--- src/rv32i_pkg.sv ---
package rv32i_pkg;

    typedef logic [31:0] rv32i_word;
    typedef logic [4:0]  rv32i_reg;

    // only the opcodes this core executes
    typedef enum logic [6:0] {
        op_lui   = 7'b0110111,
        op_auipc = 7'b0010111,
        op_jal   = 7'b1101111,
        op_jalr  = 7'b1100111,
        op_br    = 7'b1100011,
        op_load  = 7'b0000011,
        op_store = 7'b0100011,
        op_imm   = 7'b0010011,
        op_reg   = 7'b0110011
    } rv32i_opcode;

    // instruction formats, msb first
    typedef struct packed {
        logic [6:0]  funct7;
        rv32i_reg    rs2;
        rv32i_reg    rs1;
        logic [2:0]  funct3;
        rv32i_reg    rd;
        rv32i_opcode opcode;
    } r_type;

    typedef struct packed {
        logic [11:0] imm;
        rv32i_reg    rs1;
        logic [2:0]  funct3;
        rv32i_reg    rd;
        rv32i_opcode opcode;
    } i_type;

    typedef struct packed {
        logic [6:0]  imm_hi;
        rv32i_reg    rs2;
        rv32i_reg    rs1;
        logic [2:0]  funct3;
        logic [4:0]  imm_lo;
        rv32i_opcode opcode;
    } s_type;

    typedef struct packed {
        logic        imm12;
        logic [5:0]  imm10_5;
        rv32i_reg    rs2;
        rv32i_reg    rs1;
        logic [2:0]  funct3;
        logic [3:0]  imm4_1;
        logic        imm11;
        rv32i_opcode opcode;
    } b_type;

    typedef struct packed {
        logic [19:0] imm;
        rv32i_reg    rd;
        rv32i_opcode opcode;
    } u_type;

    typedef struct packed {
        logic        imm20;
        logic [9:0]  imm10_1;
        logic        imm11;
        logic [7:0]  imm19_12;
        rv32i_reg    rd;
        rv32i_opcode opcode;
    } j_type;

    typedef union packed {
        r_type r;
        i_type i;
        s_type s;
        b_type b;
        u_type u;
        j_type j;
    } instr_u;

    typedef enum logic [2:0] {
        f3_add  = 3'b000,  // add, addi, sub
        f3_sll  = 3'b001,
        f3_slt  = 3'b010,
        f3_sltu = 3'b011,
        f3_xor  = 3'b100,
        f3_sr   = 3'b101,  // srl or sra by funct7
        f3_or   = 3'b110,
        f3_and  = 3'b111
    } arith_funct3;

    typedef enum logic [2:0] {
        lb  = 3'b000,
        lh  = 3'b001,
        lw  = 3'b010,
        lbu = 3'b100,
        lhu = 3'b101
    } load_funct3;

    typedef enum logic [2:0] {
        sb = 3'b000,
        sh = 3'b001,
        sw = 3'b010
    } store_funct3;

endpackage

--- src/ctrl_pkg.sv ---
package ctrl_pkg;

    localparam logic [31:0] RESET_PC = 32'h0;

    typedef enum logic [3:0] {
        alu_add,
        alu_sub,
        alu_sll,
        alu_xor,
        alu_srl,
        alu_sra,
        alu_or,
        alu_and
    } alu_op_e;

    // values match the branch funct3 field
    typedef enum logic [2:0] {
        cmp_eq  = 3'b000,
        cmp_ne  = 3'b001,
        cmp_lt  = 3'b100,
        cmp_ge  = 3'b101,
        cmp_ltu = 3'b110,
        cmp_geu = 3'b111
    } cmp_op_e;

    typedef enum logic {am1_rs1, am1_pc} alumux1_e;
    typedef enum logic {am2_rs2, am2_imm} alumux2_e;

    typedef enum logic [2:0] {
        wb_alu,
        wb_load,
        wb_pc4,
        wb_uimm,
        wb_cmp   // slt family
    } wbmux_e;

    typedef enum logic [1:0] {
        pc_plus4,
        pc_branch,
        pc_jal,
        pc_jalr
    } pcsel_e;

    typedef struct packed {
        alu_op_e    alu_op;
        cmp_op_e    cmp_op;
        alumux1_e   alumux1;
        alumux2_e   alumux2;
        wbmux_e     wbmux;
        pcsel_e     pcsel;
        logic       load;
        logic       store;
        logic       reg_write;
        logic [2:0] funct3;    // memory access width
    } control_word;

endpackage

--- src/stage_if.sv ---
interface id_ex_if import rv32i_pkg::*, ctrl_pkg::*; ();
    logic        valid;
    control_word cw;
    rv32i_word   pc;
    rv32i_word   rs1_data;
    rv32i_word   rs2_data;
    rv32i_word   imm;
    rv32i_reg    rd;

    modport master (output valid, cw, pc, rs1_data, rs2_data, imm, rd);
    modport slave  (input  valid, cw, pc, rs1_data, rs2_data, imm, rd);
endinterface

interface ex_mem_if import rv32i_pkg::*, ctrl_pkg::*; ();
    logic        valid;
    control_word cw;
    rv32i_word   pc_plus4;
    rv32i_word   alu_out;
    logic        br_en;
    rv32i_word   rs2_data;  // store data
    rv32i_reg    rd;

    modport master (output valid, cw, pc_plus4, alu_out, br_en, rs2_data, rd);
    modport slave  (input  valid, cw, pc_plus4, alu_out, br_en, rs2_data, rd);
endinterface

interface mem_wb_if import rv32i_pkg::*, ctrl_pkg::*; ();
    logic        valid;
    control_word cw;
    rv32i_word   pc_plus4;
    rv32i_word   alu_out;
    logic        br_en;
    rv32i_reg    rd;
    logic [1:0]  addr_lo;   // byte offset for load extraction

    modport master (output valid, cw, pc_plus4, alu_out, br_en, rd, addr_lo);
    modport slave  (input  valid, cw, pc_plus4, alu_out, br_en, rd, addr_lo);
endinterface

--- src/fetch_stage.sv ---
module fetch_stage import rv32i_pkg::*, ctrl_pkg::*; (
    input  logic      clk,
    input  logic      i_rst_n,
    input  logic      i_redirect,
    input  rv32i_word i_target,
    output rv32i_word o_pc,
    output rv32i_word o_imem_addr,
    output logic      o_imem_read
);

    rv32i_word pc_q;
    rv32i_word pc_d_q;  // address of the word now returning

    always_ff @(posedge clk or negedge i_rst_n) begin
        if (!i_rst_n) begin
            pc_q   <= RESET_PC;
            pc_d_q <= RESET_PC;
        end else begin
            pc_d_q <= pc_q;
            if (i_redirect) begin
                pc_q <= i_target;  // taken branch or jump from execute
            end else begin
                pc_q <= pc_q + 32'd4;
            end
        end
    end

    assign o_pc        = pc_d_q;
    assign o_imem_addr = pc_q;
    assign o_imem_read = 1'b1;  // no stalls, a fetch every cycle

endmodule

--- src/decode_stage.sv ---
module decode_stage import rv32i_pkg::*, ctrl_pkg::*; (
    input  logic      clk,
    input  logic      i_rst_n,
    input  rv32i_word i_instr,
    input  rv32i_word i_pc,
    input  logic      i_flush,
    input  logic      i_wb_we,
    input  rv32i_reg  i_wb_rd,
    input  rv32i_word i_wb_data,
    id_ex_if.master   id_ex
);

    instr_u      ir;
    control_word cw;
    rv32i_word   imm;
    logic        known;
    logic        is_reg;
    logic        alt;           // funct7[5], sub and sra
    logic        ifid_valid_q;  // word arriving from imem is live
    rv32i_word   rs1_data;
    rv32i_word   rs2_data;
    rv32i_word   regs [32];

    assign ir     = i_instr;
    assign is_reg = (ir.r.opcode == op_reg);
    assign alt    = ir.r.funct7[5];

    always_comb begin
        cw    = '0;
        imm   = '0;
        known = 1'b1;
        case (ir.r.opcode)
            op_lui: begin
                cw.wbmux     = wb_uimm;
                cw.reg_write = 1'b1;
                imm          = {ir.u.imm, 12'h000};
            end
            op_auipc: begin
                cw.alumux1   = am1_pc;
                cw.alumux2   = am2_imm;
                cw.reg_write = 1'b1;
                imm          = {ir.u.imm, 12'h000};
            end
            op_jal: begin
                cw.pcsel     = pc_jal;
                cw.wbmux     = wb_pc4;
                cw.reg_write = 1'b1;
                imm = {{11{ir.j.imm20}}, ir.j.imm20, ir.j.imm19_12, ir.j.imm11,
                       ir.j.imm10_1, 1'b0};
            end
            op_jalr: begin
                cw.pcsel     = pc_jalr;
                cw.alumux2   = am2_imm;  // rs1 + imm
                cw.wbmux     = wb_pc4;
                cw.reg_write = 1'b1;
                imm          = {{20{ir.i.imm[11]}}, ir.i.imm};
            end
            op_br: begin
                cw.pcsel  = pc_branch;
                cw.cmp_op = cmp_op_e'(ir.b.funct3);
                imm = {{19{ir.b.imm12}}, ir.b.imm12, ir.b.imm11, ir.b.imm10_5,
                       ir.b.imm4_1, 1'b0};
            end
            op_load: begin
                cw.load      = 1'b1;
                cw.alumux2   = am2_imm;
                cw.wbmux     = wb_load;
                cw.reg_write = 1'b1;
                cw.funct3    = ir.i.funct3;
                imm          = {{20{ir.i.imm[11]}}, ir.i.imm};
            end
            op_store: begin
                cw.store   = 1'b1;
                cw.alumux2 = am2_imm;
                cw.funct3  = ir.s.funct3;
                imm        = {{20{ir.s.imm_hi[6]}}, ir.s.imm_hi, ir.s.imm_lo};
            end
            op_imm, op_reg: begin
                cw.reg_write = 1'b1;
                imm          = {{20{ir.i.imm[11]}}, ir.i.imm};
                if (!is_reg) begin
                    cw.alumux2 = am2_imm;
                end
                case (arith_funct3'(ir.r.funct3))
                    f3_add: begin
                        if (is_reg && alt) begin
                            cw.alu_op = alu_sub;
                        end
                    end
                    f3_sll: cw.alu_op = alu_sll;
                    f3_slt: begin
                        cw.wbmux  = wb_cmp;  // result from the comparator
                        cw.cmp_op = cmp_lt;
                    end
                    f3_sltu: begin
                        cw.wbmux  = wb_cmp;
                        cw.cmp_op = cmp_ltu;
                    end
                    f3_xor: cw.alu_op = alu_xor;
                    f3_sr: begin
                        if (alt) begin
                            cw.alu_op = alu_sra;
                        end else begin
                            cw.alu_op = alu_srl;
                        end
                    end
                    f3_or:  cw.alu_op = alu_or;
                    default: cw.alu_op = alu_and;
                endcase
            end
            default: known = 1'b0;
        endcase
    end

    // register file, write-through from writeback
    always_comb begin
        rs1_data = regs[ir.r.rs1];
        rs2_data = regs[ir.r.rs2];
        if (i_wb_we && i_wb_rd == ir.r.rs1) begin
            rs1_data = i_wb_data;
        end
        if (i_wb_we && i_wb_rd == ir.r.rs2) begin
            rs2_data = i_wb_data;
        end
        if (ir.r.rs1 == '0) begin
            rs1_data = '0;  // x0
        end
        if (ir.r.rs2 == '0) begin
            rs2_data = '0;
        end
    end

    always_ff @(posedge clk) begin
        if (i_wb_we) begin
            regs[i_wb_rd] <= i_wb_data;
        end
    end

    always_ff @(posedge clk or negedge i_rst_n) begin
        if (!i_rst_n) begin
            ifid_valid_q <= 1'b0;
            id_ex.valid  <= 1'b0;
        end else begin
            ifid_valid_q <= !i_flush;
            id_ex.valid  <= ifid_valid_q && known && !i_flush;
        end
    end

    always_ff @(posedge clk) begin
        id_ex.cw       <= cw;
        id_ex.pc       <= i_pc;
        id_ex.rs1_data <= rs1_data;
        id_ex.rs2_data <= rs2_data;
        id_ex.imm      <= imm;
        id_ex.rd       <= ir.r.rd;
    end

endmodule

--- src/execute_stage.sv ---
module execute_stage import rv32i_pkg::*, ctrl_pkg::*; (
    input  logic      clk,
    input  logic      i_rst_n,
    id_ex_if.slave    id_ex,
    ex_mem_if.master  ex_mem,
    output logic      o_redirect,
    output rv32i_word o_target
);

    rv32i_word alu_a;
    rv32i_word alu_b;
    rv32i_word alu_out;
    rv32i_word result;
    logic      br_en;
    logic      taken;

    assign alu_a = (id_ex.cw.alumux1 == am1_pc)  ? id_ex.pc  : id_ex.rs1_data;
    assign alu_b = (id_ex.cw.alumux2 == am2_imm) ? id_ex.imm : id_ex.rs2_data;

    always_comb begin
        case (id_ex.cw.alu_op)
            alu_sub: alu_out = alu_a - alu_b;
            alu_sll: alu_out = alu_a << alu_b[4:0];
            alu_xor: alu_out = alu_a ^ alu_b;
            alu_srl: alu_out = alu_a >> alu_b[4:0];
            alu_sra: alu_out = $signed(alu_a) >>> alu_b[4:0];
            alu_or:  alu_out = alu_a | alu_b;
            alu_and: alu_out = alu_a & alu_b;
            default: alu_out = alu_a + alu_b;
        endcase
    end

    // comparator shares operand b with the alu, so slti sees the immediate
    always_comb begin
        case (id_ex.cw.cmp_op)
            cmp_eq:  br_en = (id_ex.rs1_data == alu_b);
            cmp_ne:  br_en = (id_ex.rs1_data != alu_b);
            cmp_lt:  br_en = ($signed(id_ex.rs1_data) <  $signed(alu_b));
            cmp_ge:  br_en = ($signed(id_ex.rs1_data) >= $signed(alu_b));
            cmp_ltu: br_en = (id_ex.rs1_data <  alu_b);
            cmp_geu: br_en = (id_ex.rs1_data >= alu_b);
            default: br_en = 1'b0;
        endcase
    end

    always_comb begin
        case (id_ex.cw.pcsel)
            pc_branch:       taken = br_en;
            pc_jal, pc_jalr: taken = 1'b1;
            default:         taken = 1'b0;
        endcase
    end

    assign o_redirect = id_ex.valid && taken;
    assign o_target   = (id_ex.cw.pcsel == pc_jalr) ? {alu_out[31:1], 1'b0}
                                                    : id_ex.pc + id_ex.imm;

    // lui rides the alu result slot
    assign result = (id_ex.cw.wbmux == wb_uimm) ? id_ex.imm : alu_out;

    always_ff @(posedge clk or negedge i_rst_n) begin
        if (!i_rst_n) begin
            ex_mem.valid <= 1'b0;
        end else begin
            ex_mem.valid <= id_ex.valid;
        end
    end

    always_ff @(posedge clk) begin
        ex_mem.cw       <= id_ex.cw;
        ex_mem.pc_plus4 <= id_ex.pc + 32'd4;  // link value
        ex_mem.alu_out  <= result;
        ex_mem.br_en    <= br_en;
        ex_mem.rs2_data <= id_ex.rs2_data;
        ex_mem.rd       <= id_ex.rd;
    end

endmodule

--- src/memory_stage.sv ---
module memory_stage import rv32i_pkg::*, ctrl_pkg::*; (
    input  logic       clk,
    input  logic       i_rst_n,
    ex_mem_if.slave    ex_mem,
    mem_wb_if.master   mem_wb,
    output rv32i_word  o_dmem_addr,
    output rv32i_word  o_dmem_wdata,
    output logic [3:0] o_dmem_wmask,
    output logic       o_dmem_read,
    output logic       o_dmem_write
);

    logic [1:0] offs;

    assign offs = ex_mem.alu_out[1:0];

    // replicate store data over all lanes, the mask picks the lane
    always_comb begin
        case (store_funct3'(ex_mem.cw.funct3))
            sb: begin
                o_dmem_wdata = {4{ex_mem.rs2_data[7:0]}};
                o_dmem_wmask = 4'b0001 << offs;
            end
            sh: begin
                o_dmem_wdata = {2{ex_mem.rs2_data[15:0]}};
                o_dmem_wmask = 4'b0011 << {offs[1], 1'b0};
            end
            default: begin
                o_dmem_wdata = ex_mem.rs2_data;
                o_dmem_wmask = 4'b1111;
            end
        endcase
    end

    assign o_dmem_addr  = {ex_mem.alu_out[31:2], 2'b00};  // word aligned
    assign o_dmem_read  = ex_mem.valid && ex_mem.cw.load;
    assign o_dmem_write = ex_mem.valid && ex_mem.cw.store;

    always_ff @(posedge clk or negedge i_rst_n) begin
        if (!i_rst_n) begin
            mem_wb.valid <= 1'b0;
        end else begin
            mem_wb.valid <= ex_mem.valid;
        end
    end

    always_ff @(posedge clk) begin
        mem_wb.cw       <= ex_mem.cw;
        mem_wb.pc_plus4 <= ex_mem.pc_plus4;
        mem_wb.alu_out  <= ex_mem.alu_out;
        mem_wb.br_en    <= ex_mem.br_en;
        mem_wb.rd       <= ex_mem.rd;
        mem_wb.addr_lo  <= offs;
    end

endmodule

--- src/writeback_stage.sv ---
module writeback_stage import rv32i_pkg::*, ctrl_pkg::*; (
    mem_wb_if.slave   mem_wb,
    input  rv32i_word i_dmem_rdata,
    output logic      o_wb_we,
    output rv32i_reg  o_wb_rd,
    output rv32i_word o_wb_data
);

    rv32i_word shifted;    // addressed byte or half moved to bit 0
    rv32i_word load_data;

    assign shifted = i_dmem_rdata >> {mem_wb.addr_lo, 3'b000};

    always_comb begin
        case (load_funct3'(mem_wb.cw.funct3))
            lb:      load_data = {{24{shifted[7]}}, shifted[7:0]};
            lbu:     load_data = {24'h0, shifted[7:0]};
            lh:      load_data = {{16{shifted[15]}}, shifted[15:0]};
            lhu:     load_data = {16'h0, shifted[15:0]};
            default: load_data = i_dmem_rdata;
        endcase
    end

    always_comb begin
        case (mem_wb.cw.wbmux)
            wb_load: o_wb_data = load_data;
            wb_pc4:  o_wb_data = mem_wb.pc_plus4;
            wb_cmp:  o_wb_data = {31'h0, mem_wb.br_en};
            default: o_wb_data = mem_wb.alu_out;  // alu and u immediate
        endcase
    end

    assign o_wb_rd = mem_wb.rd;
    assign o_wb_we = mem_wb.valid && mem_wb.cw.reg_write && (mem_wb.rd != '0);

endmodule

--- src/rv32i_pipeline.sv ---
module rv32i_pipeline import rv32i_pkg::*; (
    input  logic       clk,
    input  logic       i_rst_n,

    output rv32i_word  o_imem_addr,
    output logic       o_imem_read,
    input  rv32i_word  i_imem_rdata,

    output rv32i_word  o_dmem_addr,
    output rv32i_word  o_dmem_wdata,
    output logic [3:0] o_dmem_wmask,
    output logic       o_dmem_read,
    output logic       o_dmem_write,
    input  rv32i_word  i_dmem_rdata
);

    rv32i_word pc_if;
    logic      redirect;
    rv32i_word target;
    logic      wb_we;
    rv32i_reg  wb_rd;
    rv32i_word wb_data;

    id_ex_if  id_ex ();
    ex_mem_if ex_mem ();
    mem_wb_if mem_wb ();

    fetch_stage u_fetch (
        .clk         (clk),
        .i_rst_n     (i_rst_n),
        .i_redirect  (redirect),
        .i_target    (target),
        .o_pc        (pc_if),
        .o_imem_addr (o_imem_addr),
        .o_imem_read (o_imem_read)
    );

    decode_stage u_decode (
        .clk       (clk),
        .i_rst_n   (i_rst_n),
        .i_instr   (i_imem_rdata),
        .i_pc      (pc_if),
        .i_flush   (redirect),  // squash the two younger slots
        .i_wb_we   (wb_we),
        .i_wb_rd   (wb_rd),
        .i_wb_data (wb_data),
        .id_ex     (id_ex.master)
    );

    execute_stage u_execute (
        .clk        (clk),
        .i_rst_n    (i_rst_n),
        .id_ex      (id_ex.slave),
        .ex_mem     (ex_mem.master),
        .o_redirect (redirect),
        .o_target   (target)
    );

    memory_stage u_memory (
        .clk          (clk),
        .i_rst_n      (i_rst_n),
        .ex_mem       (ex_mem.slave),
        .mem_wb       (mem_wb.master),
        .o_dmem_addr  (o_dmem_addr),
        .o_dmem_wdata (o_dmem_wdata),
        .o_dmem_wmask (o_dmem_wmask),
        .o_dmem_read  (o_dmem_read),
        .o_dmem_write (o_dmem_write)
    );

    writeback_stage u_writeback (
        .mem_wb       (mem_wb.slave),
        .i_dmem_rdata (i_dmem_rdata),
        .o_wb_we      (wb_we),
        .o_wb_rd      (wb_rd),
        .o_wb_data    (wb_data)
    );

endmodule

--- config.mk ---
export PLATFORM = sky130hd
export DESIGN_NAME = rv32i_pipeline
export DESIGN_NICKNAME = d
export VERILOG_FILES = /design/src/rv32i_pkg.sv /design/src/ctrl_pkg.sv /design/src/stage_if.sv /design/src/fetch_stage.sv /design/src/decode_stage.sv /design/src/execute_stage.sv /design/src/memory_stage.sv /design/src/writeback_stage.sv /design/src/rv32i_pipeline.sv
export SDC_FILE = /design/constraint.sdc
export NUM_CORES = 2
export LEC_CHECK = 0
export CORE_MARGIN = 3
export CORE_UTILIZATION = 35
export CTS_BUF_LIST = sky130_fd_sc_hd__clkbuf_2 sky130_fd_sc_hd__clkbuf_4 sky130_fd_sc_hd__clkbuf_8
export DETAILED_ROUTE_END_ITERATION = 7
export DONT_BUFFER_PORTS = 1
export GPL_TIMING_DRIVEN = 0
export PLACE_DENSITY = 0.52
export SLEW_MARGIN = 30
export SYNTH_ARGS = -nofsm -noshare
export SYNTH_HDL_FRONTEND = slang
export SYNTH_SLANG_ARGS = --single-unit
--- constraint.sdc ---
create_clock -name clk -period 4.75 [get_ports clk]
set_clock_uncertainty 0.2 [all_clocks]
set_input_delay 0.2375 -clock clk [delete_from_list [all_inputs] [get_ports clk]]
set_output_delay 0.2375 -clock clk [all_outputs]
set_load 0.1 [all_outputs]
==> results.md <==
- The maximum single-stage delay on the critical path is around 500 ps.
- The number of instances on the worst hold path is 6.
- Data on the critical path is required at its endpoint by approximately 5400 ps.
- Setup repair after global routing could not meet its margin everywhere.
- Across the run, the number of max-cap violations was 0.
- The via count is 49000.
- The logic depth of the worst path, buffers included is 21.
- The placed wire-length estimate after detailed placement is 235000 µm.
- The kind of cell with the highest combined delay on the critical path is compound AO/OA/AOI/OAI gates.
- The number of global-route vias before repair is approximately 49000.
- Once placement completed, the tool counted placed cells totaling 7554.
- Clock-pin slew was measured on the worst setup and hold paths at around 70 ps.
- The number of slew-limit violations in the final report is 0.
- The number of H-tree levels is 4.
- The minimum setup slack in the final design is -415 ps.
- Among the stages of the critical path, the cell type that occurs most often is sky130_fd_sc_hd__buf_12.
- The number of I/O port buffers is 0.
- The normalized max-slew margin is between 10% and 20%.
- The area of all placed cells without fillers is 86300 µm².
- The number of failing setup endpoints in the final timing report is 21.
- The data arrival time of the critical path is a little under 6000 ps.
- The standard cell core area is around 200000 µm².
- For this block, the routed nets add up to ~300000 µm of wire.
- The floorplan row count is approximately 170.
- The capture point of the critical path is u_fetch.o_imem_addr[30].
- The number of sinks handled by clock tree synthesis is between 1000 and 1500.
- The critical path in this run is classified as flop to flop.
- The first detailed-routing pass ran for 8 iterations.
- The checks that failed: setup timing.
- Timing analysis after detailed placement gives a worst setup slack of -2780 ps.
- The finished layout holds between 8000 and 9000 standard cells, fillers aside.
- After detailed placement, the total cell area comes to 78000 µm².
- The die covers between 200000 and 250000 µm².
- At the pin with the least slew margin, the transition time is roughly 1200 ps.
- The critical path goes through buf_12 > buf_12 > buf_12 > mux2i_4 > inv_2 > nor4_4 > buf_4 > nand2_4 > buf_4 > o31ai_4 > xnor2_1 > ha_2 > and3_4 > and3_4 > a22oi_2 > nand2_2 > o41a_1 > a21oi_2 > mux2_4 > o41ai_4 > nor3_2.
- After synthesis, the share of flip-flops with an asynchronous set or reset is under 10%.
- In this run the horizontal extent of the chip is between 400 and 500 µm.
- Among all flip-flop cells after synthesis, the most frequent one is sky130_fd_sc_hd__edfxtp_1.
- Buffers inserted during clock tree synthesis total approximately 230.
- Across all register-to-register paths, the minimum setup slack is -420 ps.
- The maximum buffer depth of the clock tree is 3.
- The kind of path behind the tightest hold check is input pin to flop.
- For the worst-skew pair, the clock arrives at the later sink with an insertion delay of about 1000 ps.
- The start point of the critical path is u_decode.id_ex.cw[11].
- The startpoint of the worst-slack reg-to-reg timing path is u_decode.id_ex.cw[11].
- Ranked by total cell area, the synthesized netlist is headed by sky130_fd_sc_hd__edfxtp_1 (43%), sky130_fd_sc_hd__mux4_2 (20%), sky130_fd_sc_hd__dfxtp_1 (9.5%).
- VDD sags by at most roughly 0.40 mV.
- In this run the remaining antenna-violating nets after routing total 0.
- Routability-driven placement finished with a final weighted congestion of ~0.99.
- The aggregate global-route resource usage is around 28%.
- The synthesized design contains ~1400 register bits.
- The number of buffers and inverters on the critical path is 6.
- After the last flow step, the layout net total stands at ~5500.
- The worst setup path is launched from a flop.
- The endpoint of the most critical register-to-register path is u_fetch.o_imem_addr[30].
- Yosys mapped a number of flops with a built-in enable equal to 1024.
- The ratio of routed vias to standard cells is about 6.
- The synthesized netlist occupies a cell area of 71600 µm².
- The floorplan step set the die height to between 400 and 500 µm.
- Sequential elements use 54.8% of the synthesized area.
- The residual DRC count is 0.
- In the synthesized netlist, the number of instances is 4731.
- The first global-routing pass estimated 411000 µm of wire.
- Cells with a size suffix above 1 make up between 30% and 40% of the layout.
- For this design, the slowest cell found on the critical path is sky130_fd_sc_hd__o41a_1.
- The final-report hold violation count is 0.
- The distinct cell type count of the synthesized netlist is 97.
- The highest fanout seen on the critical path is 7.
- The final critical path takes up 109% of the cycle.
- Summed over all cells, the static leakage comes to around 30 nW.
- The clock tree from TritonCTS is yes.
- The power density over the cells is about 440 nW/µm².
- The count of yosys warnings during synthesis is 0.
- The count of routing violations after the opening detailed-route iteration is 5446.
- The tree is rooted in a sky130_fd_sc_hd__clkbuf_8.
- The I/O pin count is roughly 170.
- The portion of synthesized cell area occupied by the leading cell type is about 43%.
- For this run the aggregate overflow at the end of global routing stands at 0.
- The starting density of the core is 35.3%.
- Averaged over all synthesized cells, the footprint is ~15 µm².
- The cell taking the most area after synthesis is sky130_fd_sc_hd__edfxtp_1.
- Counting cells, the worst reg-to-reg path comes to 21.
- Relative to the synthesized area, the layout overhead comes to 20.5%.
- The fmax is approximately 0.19 GHz.
- The minimum clock period after layout is 5170 ps.
- Fill cells in the final layout number between 15000 and 20000.
- The worst setup path is captured at a flop.
- The initial antenna violation count was 26.
- Entering global routing, the biggest net connects a little under 70 pins.
- The average wire per standard cell is ~37 µm.
- The run finished, with violations left.
## synth_stat cells, drive strengths merged, types with 118 or more instances
library cell,instances
edfxtp,1024
mux4,642
dfxtp,340
nor2,268
mux2i,226
clkbuf,207
nand2,189
a21oi,167
ha,162
buf,144
a211oi,120
inv,118
## sequential cells by signal (all words and copies together), names as in the netlist, 5 cells and up
register,cells
u_memory.mem_wb.cw,7
u_decode.id_ex.pc,32
u_decode.id_ex.rs2_data,32
u_execute.ex_mem.pc_plus4,32
u_fetch.o_imem_addr,32
u_memory.mem_wb.pc_plus4,32
u_memory.mem_wb.rd,5
u_execute.ex_mem.rd,5
u_decode.id_ex.rd,5
u_decode.regs,1024
u_execute.ex_mem.rs2_data,32
u_fetch.o_pc,32
u_decode.id_ex.imm,32
u_decode.id_ex.cw,19
u_memory.mem_wb.alu_out,32
u_execute.ex_mem.alu_out,32
u_decode.id_ex.rs1_data,32
u_execute.ex_mem.cw,9
## cell type report
cell class	count	area, µm²	share of cell area, %
Clock inverter	99	727	0.842
Inverter	119	460	0.534
Antenna cell	11	27.5	0.0319
Buffer	344	1910	2.22
Sequential cell	1432	39300	45.5
Tap cell	2672	3340	3.87
Clock buffer	330	4090	4.73
Timing Repair Buffer	324	4200	4.86
Multi-Input combinational cell	2862	32300	37.4
## worst min path at each step
| stage | startpoint | end | slack [ps] |
|---|---|---|---|
| 2_1_floorplan | i_rst_n | u_decode.id_ex.valid | -260 |
| 3_3_place_gp | i_rst_n | u_fetch.o_pc[18] | -250 |
| 3_5_place_dp | i_rst_n | u_fetch.o_pc[18] | -250 |
| 4_1_cts | i_dmem_rdata[30] | u_decode.id_ex.rs2_data[14] | 1 |
| 5_1_grt | i_dmem_rdata[18] | u_decode.id_ex.rs2_data[18] | 50 |
| 6_report | i_dmem_rdata[7] | u_decode.id_ex.rs1_data[7] | 80 |
## cell families after synthesis
group / share of synthesized area (%)
mux: 24.8
buf+inv: 2.89
fa+ha+maj: 2.89
other cells: 0.0105
flops: 54.8
compound gates: 7.49
simple gates: 5.43
xor+xnor: 1.66
## timing repair
action / 4_1_cts / 5_1_grt
endpoints found under the hold margin: 214 / 0
cloned: 1 / 1
pin swaps: 50 / 75
hold buffers: 105 / 0
buffers inserted: 60 / 37
setup endpoints to repair: 65 / 89
resized for setup: 226 / 119
## report_power, final
part	leakage [nW]	switching (W)	internal, W
registers	12.9	0.00117	0.0154
clock network	2.54	0.00522	0.00585
logic	14.8	0.00745	0.00311
total	30.3	0.0138	0.0243
## layer usage
| layer | routed length, µm | part of all wire (%) | track usage, % | vias to the layer above |
|---|---|---|---|---|
| met5 | 45 | 0.015 | 0 | - |
| met4 | 21600 | 7.1 | 16.7 | 6 |
| met1 | 114000 | 38 | 34.1 | 25800 |
| met2 | 148000 | 49 | 47.9 | 2345 |
| met3 | 19500 | 6.4 | 5.13 | 675 |
| li1 | - | - | - | 20200 |
## layout by cell type (no fill, tap or decap), drive strengths merged, types with 74 or more instances in the layout
master and count:
edfxtp 1024, mux4 642, clkbuf 537, buf 353, dfxtp 340, nor2 268, mux2i 226, nand2 189
a21oi 167, ha 162, a211oi 120, o21ai 117, inv 116, dlygate4sd3 103, xnor2 100, clkinv 91
mux2 88, nand3 74
## per-stage QoR
stage | setup TNS, ps | total power (W) | utilization, % | hold WS (ps)
after floorplan | 0 | 0.0220 | - | -258
after global placement | -915110 | 0.0259 | 37.1 | -254
after detailed placement | -127550 | 0.0262 | 38.5 | -254
after CTS | -1700 | 0.0378 | 42.1 | 1.07
after global routing | -6420 | 0.0392 | 42.6 | 50.0
final | -4070 | 0.0382 | 42.6 | 79.7
## worst min-delay path: cells and delay by family
kind,cells,cell delay [ps]
multiplexers,1,120
AO/OA/AOI/OAI,4,600
buffers and inverters,1,210
(Power assumes the default switching activity.)
